`src/logic/fp_div_pkg.sv`:
```
// Half-precision divide unit shared definitions
// Format constants, width types, class and state enums, stream structs
package fp_div_pkg;

    localparam int EXP_WIDTH  = 5;
    localparam int MANT_WIDTH = 10;
    localparam int FP_WIDTH   = 1 + EXP_WIDTH + MANT_WIDTH;
    localparam int EXP_BIAS   = 15;

    // Largest biased exponent of a finite number
    localparam int EXP_MAX    = (1 << EXP_WIDTH) - 2;

    // Significand and quotient widths derived from the mantissa
    localparam int SIG_WIDTH  = MANT_WIDTH + 1;
    localparam int QUOT_WIDTH = MANT_WIDTH + 3;
    localparam int ITER_WIDTH = $clog2(QUOT_WIDTH);

    typedef logic [FP_WIDTH-1:0]   fp_t;
    typedef logic [EXP_WIDTH-1:0]  exp_t;
    typedef logic [EXP_WIDTH:0]    exp_ext_t;
    typedef logic [MANT_WIDTH-1:0] mant_t;
    typedef logic [SIG_WIDTH-1:0]  sig_t;
    typedef logic [QUOT_WIDTH-1:0] quot_t;

    // Result class picked from the operand pair
    typedef enum logic [1:0] {
        CLS_NORMAL,
        CLS_ZERO,
        CLS_INF,
        CLS_NAN
    } fp_class_t;

    typedef enum logic [1:0] {
        S_IDLE,
        S_DIVIDE,
        S_HOLD
    } ctrl_state_t;

    typedef struct packed {
        logic valid;
        fp_t  operand_a;
        fp_t  operand_b;
    } div_req_t;

    typedef struct packed {
        logic valid;
        fp_t  result;
    } div_rsp_t;

endpackage

```
`src/logic/fp_classify.sv`:
```
// Operand classification
// Splits both operands, decodes zero, infinity and NaN, and forms the
// result sign, raw biased exponent and the two significands
module fp_classify (
    input  fp_div_pkg::fp_t       op_a,
    input  fp_div_pkg::fp_t       op_b,
    output fp_div_pkg::fp_class_t cls,
    output logic                  sign,
    output fp_div_pkg::exp_ext_t  raw_exp,
    output fp_div_pkg::sig_t      sig_a,
    output fp_div_pkg::sig_t      sig_b
);
    import fp_div_pkg::*;

    logic  sign_a, sign_b;
    exp_t  exp_a, exp_b;
    mant_t mant_a, mant_b;
    logic  zero_a, zero_b;
    logic  inf_a, inf_b;
    logic  nan_a, nan_b;

    assign {sign_a, exp_a, mant_a} = op_a;
    assign {sign_b, exp_b, mant_b} = op_b;

    // Subnormals fall in with zero
    assign zero_a = (exp_a == '0);
    assign zero_b = (exp_b == '0);

    assign inf_a = (&exp_a) && (mant_a == '0);
    assign inf_b = (&exp_b) && (mant_b == '0);
    assign nan_a = (&exp_a) && (mant_a != '0);
    assign nan_b = (&exp_b) && (mant_b != '0);

    always_comb begin
        if (nan_a || nan_b || (zero_a && zero_b) || (inf_a && inf_b)) begin
            cls = CLS_NAN;
        end else if (inf_a || zero_b) begin
            cls = CLS_INF;
        end else if (zero_a || inf_b) begin
            cls = CLS_ZERO;
        end else begin
            cls = CLS_NORMAL;
        end
    end

    assign sign = sign_a ^ sign_b;

    // Spare top bit keeps the borrow of a small quotient
    assign raw_exp = {1'b0, exp_a} - {1'b0, exp_b} + exp_ext_t'(EXP_BIAS);

    // Hidden bit is always one here since the divider only sees normal pairs
    assign sig_a = {1'b1, mant_a};
    assign sig_b = {1'b1, mant_b};

endmodule

```
`src/logic/fp_div_ctrl.sv`:
```
// Divide unit control
// Runs both stream handshakes, holds the operands and the result,
// and launches the mantissa divider for ordinary operands
module fp_div_ctrl (
    input  logic                 CLK,
    input  logic                 nRST,
    input  fp_div_pkg::div_req_t req,
    output logic                 ready_in,
    output fp_div_pkg::div_rsp_t rsp,
    input  logic                 ready_out,
    output fp_div_pkg::fp_t      op_a,
    output fp_div_pkg::fp_t      op_b,
    input  fp_div_pkg::fp_class_t cls,
    output logic                 start,
    input  logic                 done,
    input  fp_div_pkg::fp_t      packed_result
);
    import fp_div_pkg::*;

    ctrl_state_t state;
    logic        launch;
    logic        bypass;
    logic        out_valid;
    fp_t         out_result;
    logic        accept;
    logic        load_result;

    assign accept = req.valid && ready_in;

    // Class is known the cycle after capture; only ordinary pairs use the divider
    assign start = launch && (cls == CLS_NORMAL);

    // Special results wait one cycle on the registered bypass flag
    assign load_result = bypass || done;

    always_ff @(posedge CLK, negedge nRST) begin
        if (!nRST) begin
            state     <= S_IDLE;
            ready_in  <= 1'b0;
            out_valid <= 1'b0;
            launch    <= 1'b0;
            bypass    <= 1'b0;
        end else begin
            launch <= 1'b0;
            bypass <= launch && (cls != CLS_NORMAL);
            case (state)
                S_IDLE: begin
                    if (accept) begin
                        ready_in <= 1'b0;
                        launch   <= 1'b1;
                        state    <= S_DIVIDE;
                    end else begin
                        ready_in <= 1'b1;
                    end
                end
                S_DIVIDE: begin
                    if (load_result) begin
                        out_valid <= 1'b1;
                        state     <= S_HOLD;
                    end
                end
                S_HOLD: begin
                    // Result stays put until the consumer takes it
                    if (ready_out) begin
                        out_valid <= 1'b0;
                        ready_in  <= 1'b1;
                        state     <= S_IDLE;
                    end
                end
                default: state <= S_IDLE;
            endcase
        end
    end

    always_ff @(posedge CLK) begin
        if (accept) begin
            op_a <= req.operand_a;
            op_b <= req.operand_b;
        end
        if (load_result) begin
            out_result <= packed_result;
        end
    end

    assign rsp = '{valid: out_valid, result: out_result};

endmodule

```
`src/logic/fp_div_unit.sv`:
```
// Half-precision divide unit for one vector lane
// Streams in and out with one operation in flight at a time
module fp_div_unit (
    input  logic                 CLK,
    input  logic                 nRST,
    input  fp_div_pkg::div_req_t req,
    output logic                 ready_in,
    output fp_div_pkg::div_rsp_t rsp,
    input  logic                 ready_out
);
    import fp_div_pkg::*;

    fp_t       op_a, op_b;
    fp_class_t cls;
    logic      sign;
    exp_ext_t  raw_exp;
    sig_t      sig_a, sig_b;
    logic      start;
    logic      done;
    quot_t     quotient;
    fp_t       packed_result;

    fp_div_ctrl u_ctrl (
        .CLK           (CLK),
        .nRST          (nRST),
        .req           (req),
        .ready_in      (ready_in),
        .rsp           (rsp),
        .ready_out     (ready_out),
        .op_a          (op_a),
        .op_b          (op_b),
        .cls           (cls),
        .start         (start),
        .done          (done),
        .packed_result (packed_result)
    );

    fp_classify u_classify (
        .op_a    (op_a),
        .op_b    (op_b),
        .cls     (cls),
        .sign    (sign),
        .raw_exp (raw_exp),
        .sig_a   (sig_a),
        .sig_b   (sig_b)
    );

    mant_divider u_divider (
        .CLK      (CLK),
        .nRST     (nRST),
        .start    (start),
        .sig_a    (sig_a),
        .sig_b    (sig_b),
        .quotient (quotient),
        .done     (done)
    );

    fp_normalize u_normalize (
        .cls           (cls),
        .sign          (sign),
        .raw_exp       (raw_exp),
        .quotient      (quotient),
        .packed_result (packed_result)
    );

endmodule

```
`src/logic/fp_normalize.sv`:
```
// Quotient normalisation and result packing
// Aligns and rounds the quotient, catches exponent overflow and underflow,
// and picks the final word from the operand class
module fp_normalize (
    input  fp_div_pkg::fp_class_t cls,
    input  logic                  sign,
    input  fp_div_pkg::exp_ext_t  raw_exp,
    input  fp_div_pkg::quot_t     quotient,
    output fp_div_pkg::fp_t       packed_result
);
    import fp_div_pkg::*;

    mant_t             frac;
    logic              rnd;
    logic [MANT_WIDTH:0] frac_sum;
    exp_ext_t          exp_n;
    exp_ext_t          exp_r;
    logic              borrow;
    logic              ovf;
    logic              udf;
    fp_t               nan_word;
    fp_t               inf_word;
    fp_t               zero_word;

    always_comb begin
        if (quotient[QUOT_WIDTH-1]) begin
            frac  = quotient[QUOT_WIDTH-2 -: MANT_WIDTH];
            rnd   = quotient[QUOT_WIDTH-MANT_WIDTH-2];
            exp_n = raw_exp;
        end else begin
            frac  = quotient[QUOT_WIDTH-3 -: MANT_WIDTH];
            rnd   = quotient[QUOT_WIDTH-MANT_WIDTH-3];
            exp_n = raw_exp - 1'b1;
        end
    end

    // A carry out of the half-up rounded fraction bumps the exponent
    assign frac_sum = {1'b0, frac} + {{MANT_WIDTH{1'b0}}, rnd};
    assign exp_r    = exp_n + {{EXP_WIDTH{1'b0}}, frac_sum[MANT_WIDTH]};

    // Exponents span -15 to 45, so a leading 11 can only be a borrow
    assign borrow = &exp_r[EXP_WIDTH -: 2];
    assign ovf    = !borrow && (exp_r > exp_ext_t'(EXP_MAX));
    assign udf    = borrow || (exp_r == '0);

    assign nan_word  = {sign, {EXP_WIDTH{1'b1}}, 1'b1, {(MANT_WIDTH-1){1'b0}}};
    assign inf_word  = {sign, {EXP_WIDTH{1'b1}}, {MANT_WIDTH{1'b0}}};
    assign zero_word = {sign, {(EXP_WIDTH+MANT_WIDTH){1'b0}}};

    always_comb begin
        case (cls)
            CLS_NAN:  packed_result = nan_word;
            CLS_INF:  packed_result = inf_word;
            CLS_ZERO: packed_result = zero_word;
            default: begin
                if (ovf) begin
                    packed_result = inf_word;
                end else if (udf) begin
                    packed_result = zero_word;
                end else begin
                    packed_result = {sign, exp_r[EXP_WIDTH-1:0], frac_sum[MANT_WIDTH-1:0]};
                end
            end
        endcase
    end

endmodule

```
`src/logic/mant_divider.sv`:
```
// Iterative non-restoring significand divider
// Produces one quotient bit per cycle, the first in the start cycle,
// and holds the quotient after done until the next start
module mant_divider (
    input  logic                CLK,
    input  logic                nRST,
    input  logic                start,
    input  fp_div_pkg::sig_t    sig_a,
    input  fp_div_pkg::sig_t    sig_b,
    output fp_div_pkg::quot_t   quotient,
    output logic                done
);
    import fp_div_pkg::*;

    logic                  busy;
    logic [ITER_WIDTH-1:0] count;
    logic [QUOT_WIDTH-1:0] rem;
    logic [QUOT_WIDTH-1:0] rem_next;
    logic [QUOT_WIDTH-1:0] rem_shift;
    logic [QUOT_WIDTH-1:0] divisor;
    logic [QUOT_WIDTH-1:0] dividend_ext;
    logic [QUOT_WIDTH-1:0] divisor_ext;

    assign dividend_ext = {{(QUOT_WIDTH-SIG_WIDTH){1'b0}}, sig_a};
    assign divisor_ext  = {{(QUOT_WIDTH-SIG_WIDTH){1'b0}}, sig_b};
    assign rem_shift    = {rem[QUOT_WIDTH-2:0], 1'b0};

    // Remainder stays within +/- divisor, so two spare bits cover 2r
    always_comb begin
        if (start) begin
            rem_next = dividend_ext - divisor_ext;
        end else if (rem[QUOT_WIDTH-1]) begin
            rem_next = rem_shift + divisor;
        end else begin
            rem_next = rem_shift - divisor;
        end
    end

    always_ff @(posedge CLK, negedge nRST) begin
        if (!nRST) begin
            busy  <= 1'b0;
            count <= '0;
            done  <= 1'b0;
        end else begin
            done <= 1'b0;
            if (start) begin
                busy  <= 1'b1;
                count <= ITER_WIDTH'(QUOT_WIDTH - 1);
            end else if (busy) begin
                count <= count - 1'b1;
                if (count == ITER_WIDTH'(1)) begin
                    busy <= 1'b0;
                    done <= 1'b1;
                end
            end
        end
    end

    always_ff @(posedge CLK) begin
        if (start) begin
            divisor <= divisor_ext;
        end
        if (start || busy) begin
            rem      <= rem_next;
            // Non-negative remainder means a one in this position
            quotient <= {quotient[QUOT_WIDTH-2:0], ~rem_next[QUOT_WIDTH-1]};
        end
    end

endmodule

```
`config.mk`:
```
export PLATFORM = sky130hd
export DESIGN_NAME = fp_div_unit
export DESIGN_NICKNAME = d
export VERILOG_FILES = /design/src/logic/fp_div_pkg.sv /design/src/logic/fp_classify.sv /design/src/logic/fp_div_ctrl.sv /design/src/logic/fp_div_unit.sv /design/src/logic/fp_normalize.sv /design/src/logic/mant_divider.sv
export SDC_FILE = /design/constraint.sdc
export NUM_CORES = 1
export LEC_CHECK = 0
export BUFFER_PORTS_ARGS = -buffer_cell sky130_fd_sc_hd__buf_2
export CAP_MARGIN = 10
export CORE_AREA = 5 5 125 103
export CTS_CLUSTER_SIZE = 30
export DETAILED_ROUTE_END_ITERATION = 10
export DIE_AREA = 0 0 130 108
export GPL_TIMING_DRIVEN = 1
export HOLD_SLACK_MARGIN = 0.15
export PLACE_DENSITY = 0.7
export RECOVER_POWER = 50
export SLEW_MARGIN = 10
export SYNTH_ARGS = -nofsm -noshare
export SYNTH_HDL_FRONTEND = slang
export SYNTH_HIERARCHICAL = 1
export SYNTH_SLANG_ARGS = --single-unit
```
`constraint.sdc`:
```
create_clock -name CLK -period 6.8 [get_ports CLK]
set_clock_uncertainty 0.15 [all_clocks]
set_input_delay 1.36 -clock CLK [delete_from_list [all_inputs] [get_ports CLK]]
set_output_delay 1.36 -clock CLK [all_outputs]
set_load 0.02 [all_outputs]
```
==> results of run 1 <==
metal layers:
| layer | track usage | wire length (um) | up-vias |
|---|---|---|---|
| met5 | 0 | 0 | - |
| met4 | 0.0512 | 151 | 0 |
| met3 | 0.0390 | 669 | 13 |
| met2 | 0.265 | 5100 | 125 |
| met1 | 0.255 | 5530 | 1974 |
| li1 | - | - | 2082 |
report_power, final:
part	switching (uW)	leakage [uW]	internal [uW]
Sequential	154	0.000951	927
Combinational	806	0.00163	603
Clock	228	0.000155	303
state kept, by name, indices dropped and copies added, names as in the netlist, 2 cells and up:
signal	flops
u_ctrl/op_a	16
u_ctrl/op_b	16
u_ctrl/out_result	16
u_ctrl/state	2
u_divider/count	4
u_divider/divisor	11
u_divider/quotient	13
u_divider/rem	13
critical path: cells and delay by family, from the launching register on:
kind / cells / cell delay (ns)
buf+inv: 1 / 0.33
flops: 1 / 0.32
mux: 1 / 0.38
simple gates: 7 / 2.03
compound gates: 4 / 0.85
fa+ha+maj: 3 / 0.72
cell usage after synthesis (3+ instances only):
cell type / count / share of area
a31oi_1: 9 / 0.0092
o21a_1: 6 / 0.0073
o21bai_1: 4 / 0.0049
nor2_1: 29 / 0.018
xor2_1: 18 / 0.026
clkbuf_1: 11 / 0.0067
nand2_1: 32 / 0.020
nor4_1: 4 / 0.0041
and3_1: 7 / 0.0071
o21ai_0: 20 / 0.016
a21oi_1: 33 / 0.027
nor3_1: 10 / 0.0082
buf_4: 25 / 0.031
a21o_1: 8 / 0.0098
a31o_2: 3 / 0.0043
or2_2: 3 / 0.0031
mux2_2: 7 / 0.013
nand3_1: 9 / 0.0073
o31a_1: 3 / 0.0043
nor3b_1: 3 / 0.0037
nand4_1: 3 / 0.0031
nor2b_1: 9 / 0.0092
nand2b_1: 9 / 0.0092
fa_1: 4 / 0.013
mux2i_1: 10 / 0.016
dfrtp_1: 12 / 0.049
edfxtp_1: 85 / 0.42
o211ai_1: 11 / 0.013
a211oi_1: 7 / 0.0086
inv_1: 57 / 0.035
xnor2_1: 19 / 0.027
ha_1: 47 / 0.096
placed cells by master, fill, tap and decap left out, types with 3 or more instances in the layout:
master	netlist	routed
clkbuf_16	0	9
nand4_1	3	3
clkbuf_1	11	20
a31o_2	3	3
a21oi_1	33	33
nor4_1	4	5
dfrtp_1	12	12
nor3_1	10	10
o21a_1	6	6
o31a_1	3	3
xor2_1	18	18
ha_1	47	47
a31oi_1	9	9
nand2b_1	9	9
mux2_2	7	7
o21ai_0	20	20
nand3_1	9	9
fa_1	4	4
xnor2_1	19	19
buf_2	0	34
a21o_1	8	8
inv_1	57	57
or2_2	3	3
nor2_1	29	29
o211ai_1	11	11
and3_1	7	7
a211oi_1	7	7
mux2i_1	10	10
edfxtp_1	85	85
nor2b_1	9	9
o21bai_1	4	4
nand2_1	32	32
cell type report:
type | instances | area (um2)
Clock buffer | 11 | 243
Tap cell | 148 | 185
Clock inverter | 5 | 70.1
Multi-Input combinational cell | 374 | 2820
Sequential cell | 97 | 2850
Timing Repair Buffer | 55 | 256
Inverter | 57 | 214
Fill cell | 964 | 4750
worst paths after layout:
kind / to / startpoint / depth (start not counted)
setup / recovery: u_ctrl/out_result[9] / u_divider/quotient[12] / 16
hold / removal: u_divider/quotient[1] / u_divider/quotient[0] / 0
setup reg to reg: u_ctrl/out_result[9] / u_divider/quotient[12] / 16
hold reg to reg: u_divider/quotient[1] / u_divider/quotient[0] / 0
max in group asynchronous: u_divider/count[1] / nRST / 1
min in group asynchronous: u_divider/count[2] / nRST / 1
kinds of logic (layout without fill, tap and decap cells):
kind of cell    Yosys count  count (layout)  share of synthesized area
simple gates            141             141                      0.127
compound gates          124             124                      0.135
flops                    97              97                      0.465
buf+inv                  95             128                     0.0749
fa+ha+maj                51              51                      0.109
xor+xnor                 38              38                     0.0565
mux                      18              18                     0.0316
other cells               1               2                   0.000611
through the flow:
stage	utilization	setup WS, ns	instance area [um2]	hold WS, ns
final	0.583	1.84	6640	0.299
after global routing	0.583	1.54	6640	0.326
after CTS	0.586	1.87	6680	0.303
after detailed placement	0.559	1.89	6360	0.286
after global placement	0.559	1.99	6360	0.284
after floorplan	-	1.62	6140	0.272
==> flow_metrics.tcl, run 1 <==
set metrics [dict create \
    worst-endpoint-required_ns 6.82 \
    path_clk_slew_ns 0.07 \
    synth_top_flop_cell "edfxtp_1" \
    cts_buffer_depth 2 \
    postCtsHoldBufs 0 \
    initial_core_util 0.539 \
    total_power_uw 3020 \
    rows 35 \
    cap_violations 0 \
    instances_no_fill 747 \
    cp.arrival_ns 4.99 \
    die_x_um 130 \
    antenna_left 0 \
    hold_viol 0 \
    dieArea_um2 14000 \
    htreeDepth 3 \
    grt_max_degree 41 \
    io_pins 54 \
    cpMaxStageDelayCell "or4b_1" \
    end_kind "register" \
    syn_avg_cell_area_um2 10.9 \
    syn_inst 565 \
    min_period_ns 4.96 \
    max_stage_delay_ns 0.73 \
    n_antenna_cell 0 \
    power.density_nw_per_um2 455 \
    clkLatencyLatePin_ns 0.34 \
    path_max_fanout 31 \
    tns_ns 0 \
    via_count 4194 \
    status "complete, no violations" \
    die_h_um 108 \
    max_slew_margin 0.132 \
    via_per_inst 5.61 \
    cts_resized 0 \
    rsz0062_at_grt "false" \
    first_pass_iters 5 \
    cts.sinks 97 \
    finalSetupViolCount 0 \
    wl_mm 11.5 \
    numPortBuffers 53 \
    p_leak_uw 0.00274 \
    synth-edff-count 85 \
    hold_class "reg -> reg" \
    grt_pass1_vias 4106 \
    nets 681 \
    async_reset_ff_frac 0.124 \
    syn_area_um2 6130 \
    ir_worst_vdd_v 0.000198 \
    ys_seq_elements 97 \
    syn2layout_area_growth_pct 8.24 \
    drtIter0Drc 369 \
    grt_pass1_wl_mm 19.7 \
    drc 0 \
    crit_type "reg -> reg" \
    slew_violations 0 \
    worstMarginPinSlew_ns 1.30 \
    critPathLaunchType "register" \
    cts_buffers 9 \
    antenna_found_initial 0 \
    cts_tree "yes" \
    wl_per_cell_um 15.3 \
    overflow 0 \
    ys_seq_area_frac 0.465 \
    r2r_slack_ns 1.84 \
    cp_cell_sequence "buf_4 -> mux2_2 -> ha_1 -> ha_1 -> nand2_1 -> a21oi_1 -> and3_1 -> and3_1 -> and3_1 -> ha_1 -> and4_2 -> a31oi_1 -> o41ai_1 -> or3_4 -> or4b_1 -> o32ai_2" \
    yosys_warnings 6 \
    grt_usage 0.176 \
    cts_setup_buffers 0 \
    synth_cell_types 71 \
    dpl.hpwl_mm 8.62 \
    drive_gt1_frac 0.124 \
    core_um2 11400 \
    place_congestion 0.893 \
    period_share 0.729 \
    placed_cells 731 \
    clock-root-buffer "clkbuf_16" \
    fmax_ghz 0.202 \
]
Power figures use the tool's default switching activity.
==> inputs of run 2 (changes only) <==
==> constraint.sdc (replaced) <==
create_clock -name CLK -period 4.69 [get_ports CLK]
set_clock_uncertainty 0.15 [all_clocks]
set_input_delay 0.938 -clock CLK [delete_from_list [all_inputs] [get_ports CLK]]
set_output_delay 0.938 -clock CLK [all_outputs]
set_load 0.02 [all_outputs]
==> flow_metrics.tcl, run 2 (synthesis gave the netlist of run 1 again) <==
set metrics [dict create \
    cap_violations 0 \
    cts_tree "yes" \
    tns_ns 0 \
    setup_ws_ns 0.230 \
    cts.sinks 97 \
    register_area_um2 2850 \
    design_area_um2 6660 \
    crit_buf_inv 0 \
    utilization 0.585 \
    via_count 4223 \
    place_congestion 0.863 \
    first_pass_iters 5 \
    cpMaxStageDelayCell "or4b_4" \
    worstMarginPinSlew_ns 1.30 \
    power.density_nw_per_um2 662 \
    overflow 0 \
    path_max_fanout 10 \
    cts_buffers 9 \
    antenna_left 0 \
    cp.arrival_ns 4.48 \
    drive_gt1_frac 0.133 \
    fmax_ghz 0.224 \
    largestRegisters "u_ctrl/op_a: 16 flops, u_ctrl/op_b: 16 flops, u_ctrl/out_result: 16 flops" \
    max_stage_delay_ns 0.55 \
    n_fill_cell 962 \
    cp_top_family "simple AND/OR/NAND/NOR gates" \
    finalSetupViolCount 0 \
    final_common_cell "edfxtp_1" \
    ir_worst_vdd_v 0.000347 \
    die_h_um 108 \
    critPathLaunchType "register" \
    drtIter0Drc 305 \
    clock-root-buffer "clkbuf_16" \
    grt_pass1_vias 4211 \
    cp_cell_sequence "mux2_2 -> ha_2 -> ha_1 -> nand2_1 -> a21oi_2 -> and3_1 -> and3_1 -> and3_1 -> ha_2 -> ha_1 -> or4bb_1 -> o21ai_2 -> xnor2_1 -> o22a_2 -> or4b_4 -> o32ai_2" \
    path_clk_slew_ns 0.07 \
    rsz0062_at_grt "false" \
    hold_viol 0 \
    grt_pass1_wl_mm 19.7 \
    clkLatencyLatePin_ns 0.34 \
    initial_core_util 0.539 \
    htreeDepth 3 \
    syn2layout_area_growth_pct 8.53 \
    slew_violations 0 \
    grt_max_degree 40 \
    io_pins 54 \
    antenna_found_initial 0 \
    fin_hold_ws_ns 0.297 \
    drc 0 \
    status "complete, no violations" \
    worst-endpoint-required_ns 4.71 \
    cts_buffer_depth 2 \
    nets 682 \
    hold_class "reg -> reg" \
    numPortBuffers 53 \
    wl_per_cell_um 15.9 \
    layout_common_cells "edfxtp_1, inv_1, ha_1" \
    die_x_um 130 \
    period_share 0.951 \
    crit_top_cell "and3_1" \
    n_antenna_cell 0 \
    grt_usage 0.173 \
    dpl.hpwl_mm 8.77 \
    rows 35 \
    crit_type "reg -> reg" \
    max_slew_margin 0.132 \
    wl_mm 11.9 \
    multiInputGateArea_um2 2840 \
    dp_slack_ns -0.0603 \
    place_area_um2 6370 \
    min_period_ns 4.46 \
    dieArea_um2 14000 \
    core_um2 11400 \
    end_kind "register" \
    via_per_inst 5.65 \
    p_leak_uw 0.00274 \
]
-- run 2: path summary, 6_finish.rpt --
| check | startpoint | to | slack [ns] | depth (start not counted) |
|---|---|---|---|---|
| worst max-delay path | u_divider/quotient[12] | u_ctrl/out_result[9] | 0.23 | 16 |
| worst min-delay path | u_divider/quotient[0] | u_divider/quotient[1] | 0.30 | 0 |
| worst max register to register | u_divider/quotient[12] | u_ctrl/out_result[9] | 0.23 | 16 |
| worst min register to register | u_divider/quotient[0] | u_divider/quotient[1] | 0.30 | 0 |
| max in group asynchronous | nRST | u_divider/count[1] | 3.42 | 1 |
| min in group asynchronous | nRST | u_divider/done | 0.49 | 1 |
-- run 2: timing repair --
action | 4_1_cts | 5_1_grt
buffers inserted | 0 | 1
endpoints found under the setup margin | 3 | 14
hold buffers | 0 | 0
resized for setup | 1 | 6
-- run 2: stage by stage --
stage / total power [uW] / cells
floorplan: 3240 / 566
global placement: 3530 / 731
detailed placement: 3620 / 731
CTS: 4400 / 747
global route: 4730 / 748
finish: 4410 / 748
-- run 2: metal layers --
| layer | vias to the layer above | track usage | wire [um] |
|---|---|---|---|
| met5 | - | 0 | 0 |
| li1 | 2084 | - | - |
| met2 | 106 | 0.270 | 5340 |
| met4 | 0 | 0.0460 | 155 |
| met3 | 20 | 0.0360 | 541 |
| met1 | 2013 | 0.248 | 5840 |
-- run 2: final cells by class --
| type | count | share of cell area |
|---|---|---|
| clock inverters | 5 | 0.00958 |
| repair buffers | 56 | 0.0402 |
| inverters | 57 | 0.0321 |
| flip-flops and latches | 97 | 0.428 |
| multi-input cells | 374 | 0.427 |
| well taps | 148 | 0.0278 |
| clock buffers | 11 | 0.0350 |
-- run 2: report_power, final --
group	switching, uW	internal (uW)
Clock	317	421
Sequential	232	1350
Combinational	1190	901
==> inputs of run 3 (changes only) <==
--- a/config.mk
+++ b/config.mk
@@ -7,13 +7,15 @@
 export LEC_CHECK = 0
 export BUFFER_PORTS_ARGS = -buffer_cell sky130_fd_sc_hd__buf_2
 export CAP_MARGIN = 10
-export CORE_AREA = 5 5 125 103
-export CTS_CLUSTER_SIZE = 30
+export CELL_PAD_IN_SITES_DETAIL_PLACEMENT = 0
+export CELL_PAD_IN_SITES_GLOBAL_PLACEMENT = 1
+export CORE_AREA = 5 5 133 110
+export CTS_CLUSTER_SIZE = 20
 export DETAILED_ROUTE_END_ITERATION = 10
-export DIE_AREA = 0 0 130 108
+export DIE_AREA = 0 0 138 115
 export GPL_TIMING_DRIVEN = 1
-export HOLD_SLACK_MARGIN = 0.15
-export PLACE_DENSITY = 0.7
+export HOLD_SLACK_MARGIN = 0.1
+export PLACE_DENSITY = 0.76
 export RECOVER_POWER = 50
 export SLEW_MARGIN = 10
 export SYNTH_ARGS = -nofsm -noshare
==> flow_metrics.tcl, run 3 (synthesis gave the netlist of run 1 again) <==
set metrics [dict create \
    multiInputGateArea_um2 2830 \
    hold_path_end "u_divider/quotient[1]" \
    final_common_cell "edfxtp_1" \
    overflow 0 \
    rr_worst_depth 16 \
    reg2reg_from "u_divider/quotient[12]" \
    path_clk_slew_ns 0.07 \
    period_share 0.947 \
    numPortBuffers 53 \
    fmax_ghz 0.225 \
    grt_pass1_vias 4037 \
    antenna_left 0 \
    cts_tree "yes" \
    status "complete, no violations" \
    grt_max_degree 41 \
    setup_ws_ns 0.250 \
    die_h_um 115 \
    cpMaxStageDelayCell "or4b_4" \
    drtIter0Drc 228 \
    clock-root-buffer "clkbuf_16" \
    critPathLaunchType "register" \
    dp_slack_ns 0.0208 \
    rows 38 \
    register_area_um2 2850 \
    first_pass_iters 4 \
    worstMarginPinSlew_ns 1.41 \
    largestRegisters "u_ctrl/op_a: 16 flops, u_ctrl/op_b: 16 flops, u_ctrl/out_result: 16 flops" \
    layout_common_cells "edfxtp_1, inv_1, ha_1" \
    cp_top_family "simple AND/OR/NAND/NOR gates" \
    initial_core_util 0.464 \
    nets 682 \
    grt_usage 0.148 \
    crit_buf_inv 0 \
    placed_cells 763 \
    drc 0 \
    via_per_inst 5.30 \
    path_max_fanout 10 \
    postCtsHoldBufs 0 \
    hold_class "reg -> reg" \
    drive_gt1_frac 0.133 \
    place_area_um2 6410 \
    ir_worst_vdd_v 0.000286 \
    power.density_nw_per_um2 646 \
    grt_pass1_wl_mm 19.3 \
    die_x_um 138 \
    n_fill_cell 1226 \
    dieArea_um2 15900 \
    end_kind "register" \
    slew_violations 0 \
    cap_violations 0 \
    cts.sinks 97 \
    worst-endpoint-required_ns 4.71 \
    max_stage_delay_ns 0.54 \
    p_leak_uw 0.00273 \
    htreeDepth 3 \
    r2r_slack_ns 0.25 \
    io_pins 54 \
    cts_buffers 9 \
    wl_per_cell_um 14.7 \
    cp.arrival_ns 4.46 \
    wl_mm 11.5 \
    instances_no_fill 780 \
    place_congestion 0.803 \
    min_from "u_divider/quotient[0]" \
    finalSetupViolCount 0 \
    clkLatencyLatePin_ns 0.34 \
    cts_buffer_depth 2 \
    r2r-end "u_ctrl/out_result[9]" \
    hold_viol 0 \
    crit_top_cell "ha_1" \
    core_um2 13200 \
    whs_path_depth 0 \
    total_power_uw 4310 \
    syn2layout_area_growth_pct 8.83 \
    antenna_found_initial 0 \
    n_antenna_cell 0 \
    cp_cell_sequence "mux2_2 -> ha_1 -> ha_1 -> nand2_1 -> a21oi_2 -> and3_1 -> and3_1 -> and3_1 -> ha_1 -> ha_1 -> or4bb_1 -> o21ai_1 -> xnor2_1 -> o22a_2 -> or4b_4 -> o32ai_2" \
    crit_type "reg -> reg" \
    design_area_um2 6680 \
    via_count 4134 \
    dpl.hpwl_mm 8.83 \
    max_slew_margin 0.0633 \
    min_period_ns 4.44 \
]
-- run 3: repair_timing --
action	CTS	global route
endpoints found under the setup margin	1	3
gates resized for setup	1	2
buffers inserted	0	1
-- run 3: layer usage --
layer | vias to the layer above | part of all wire | global-route usage
met5 | - | 0 | 0
met4 | 0 | 0.0099 | 0.0474
li1 | 2083 | - | -
met1 | 1970 | 0.53 | 0.217
met2 | 72 | 0.43 | 0.223
met3 | 9 | 0.035 | 0.0299
-- run 3: area by class of cell --
cell class | instances | share of cell area
Inverter | 57 | 0.0320
Tap cell | 180 | 0.0337
Sequential cell | 97 | 0.427
Timing Repair Buffer | 56 | 0.0397
Multi-Input combinational cell | 374 | 0.424
Clock inverter | 7 | 0.00918
Clock buffer | 9 | 0.0337
-- run 3: worst max-delay path by stage --
stage                                      start                   end  slack [ns]  cells past startpoint
after global routing      u_divider/quotient[12]  u_ctrl/out_result[9]       -0.01                     16
after detailed placement  u_divider/quotient[12]  u_ctrl/out_result[9]        0.02                     16
final                     u_divider/quotient[12]  u_ctrl/out_result[9]        0.25                     16
after floorplan           u_divider/quotient[12]  u_ctrl/out_result[9]       0.008                     19
after global placement    u_divider/quotient[12]  u_ctrl/out_result[9]        0.12                     16
after CTS                 u_divider/quotient[12]  u_ctrl/out_result[9]        0.11                     16
-- run 3: stage by stage --
stage | hold slack, ns | util | TNS, ns
after global placement | 0.285 | 0.485 | 0
after detailed placement | 0.291 | 0.485 | 0
after CTS | 0.299 | 0.507 | 0
final | 0.293 | 0.505 | 0
after floorplan | 0.272 | - | 0
after global routing | 0.310 | 0.505 | -0.00982
-- run 3: power breakdown --
part | leakage, uW | internal [uW] | total [uW] | switching [uW]
Clock | 0.000133 | 370 | 705 | 336
Sequential | 0.000951 | 1340 | 1570 | 229
Combinational | 0.00164 | 889 | 2040 | 1150
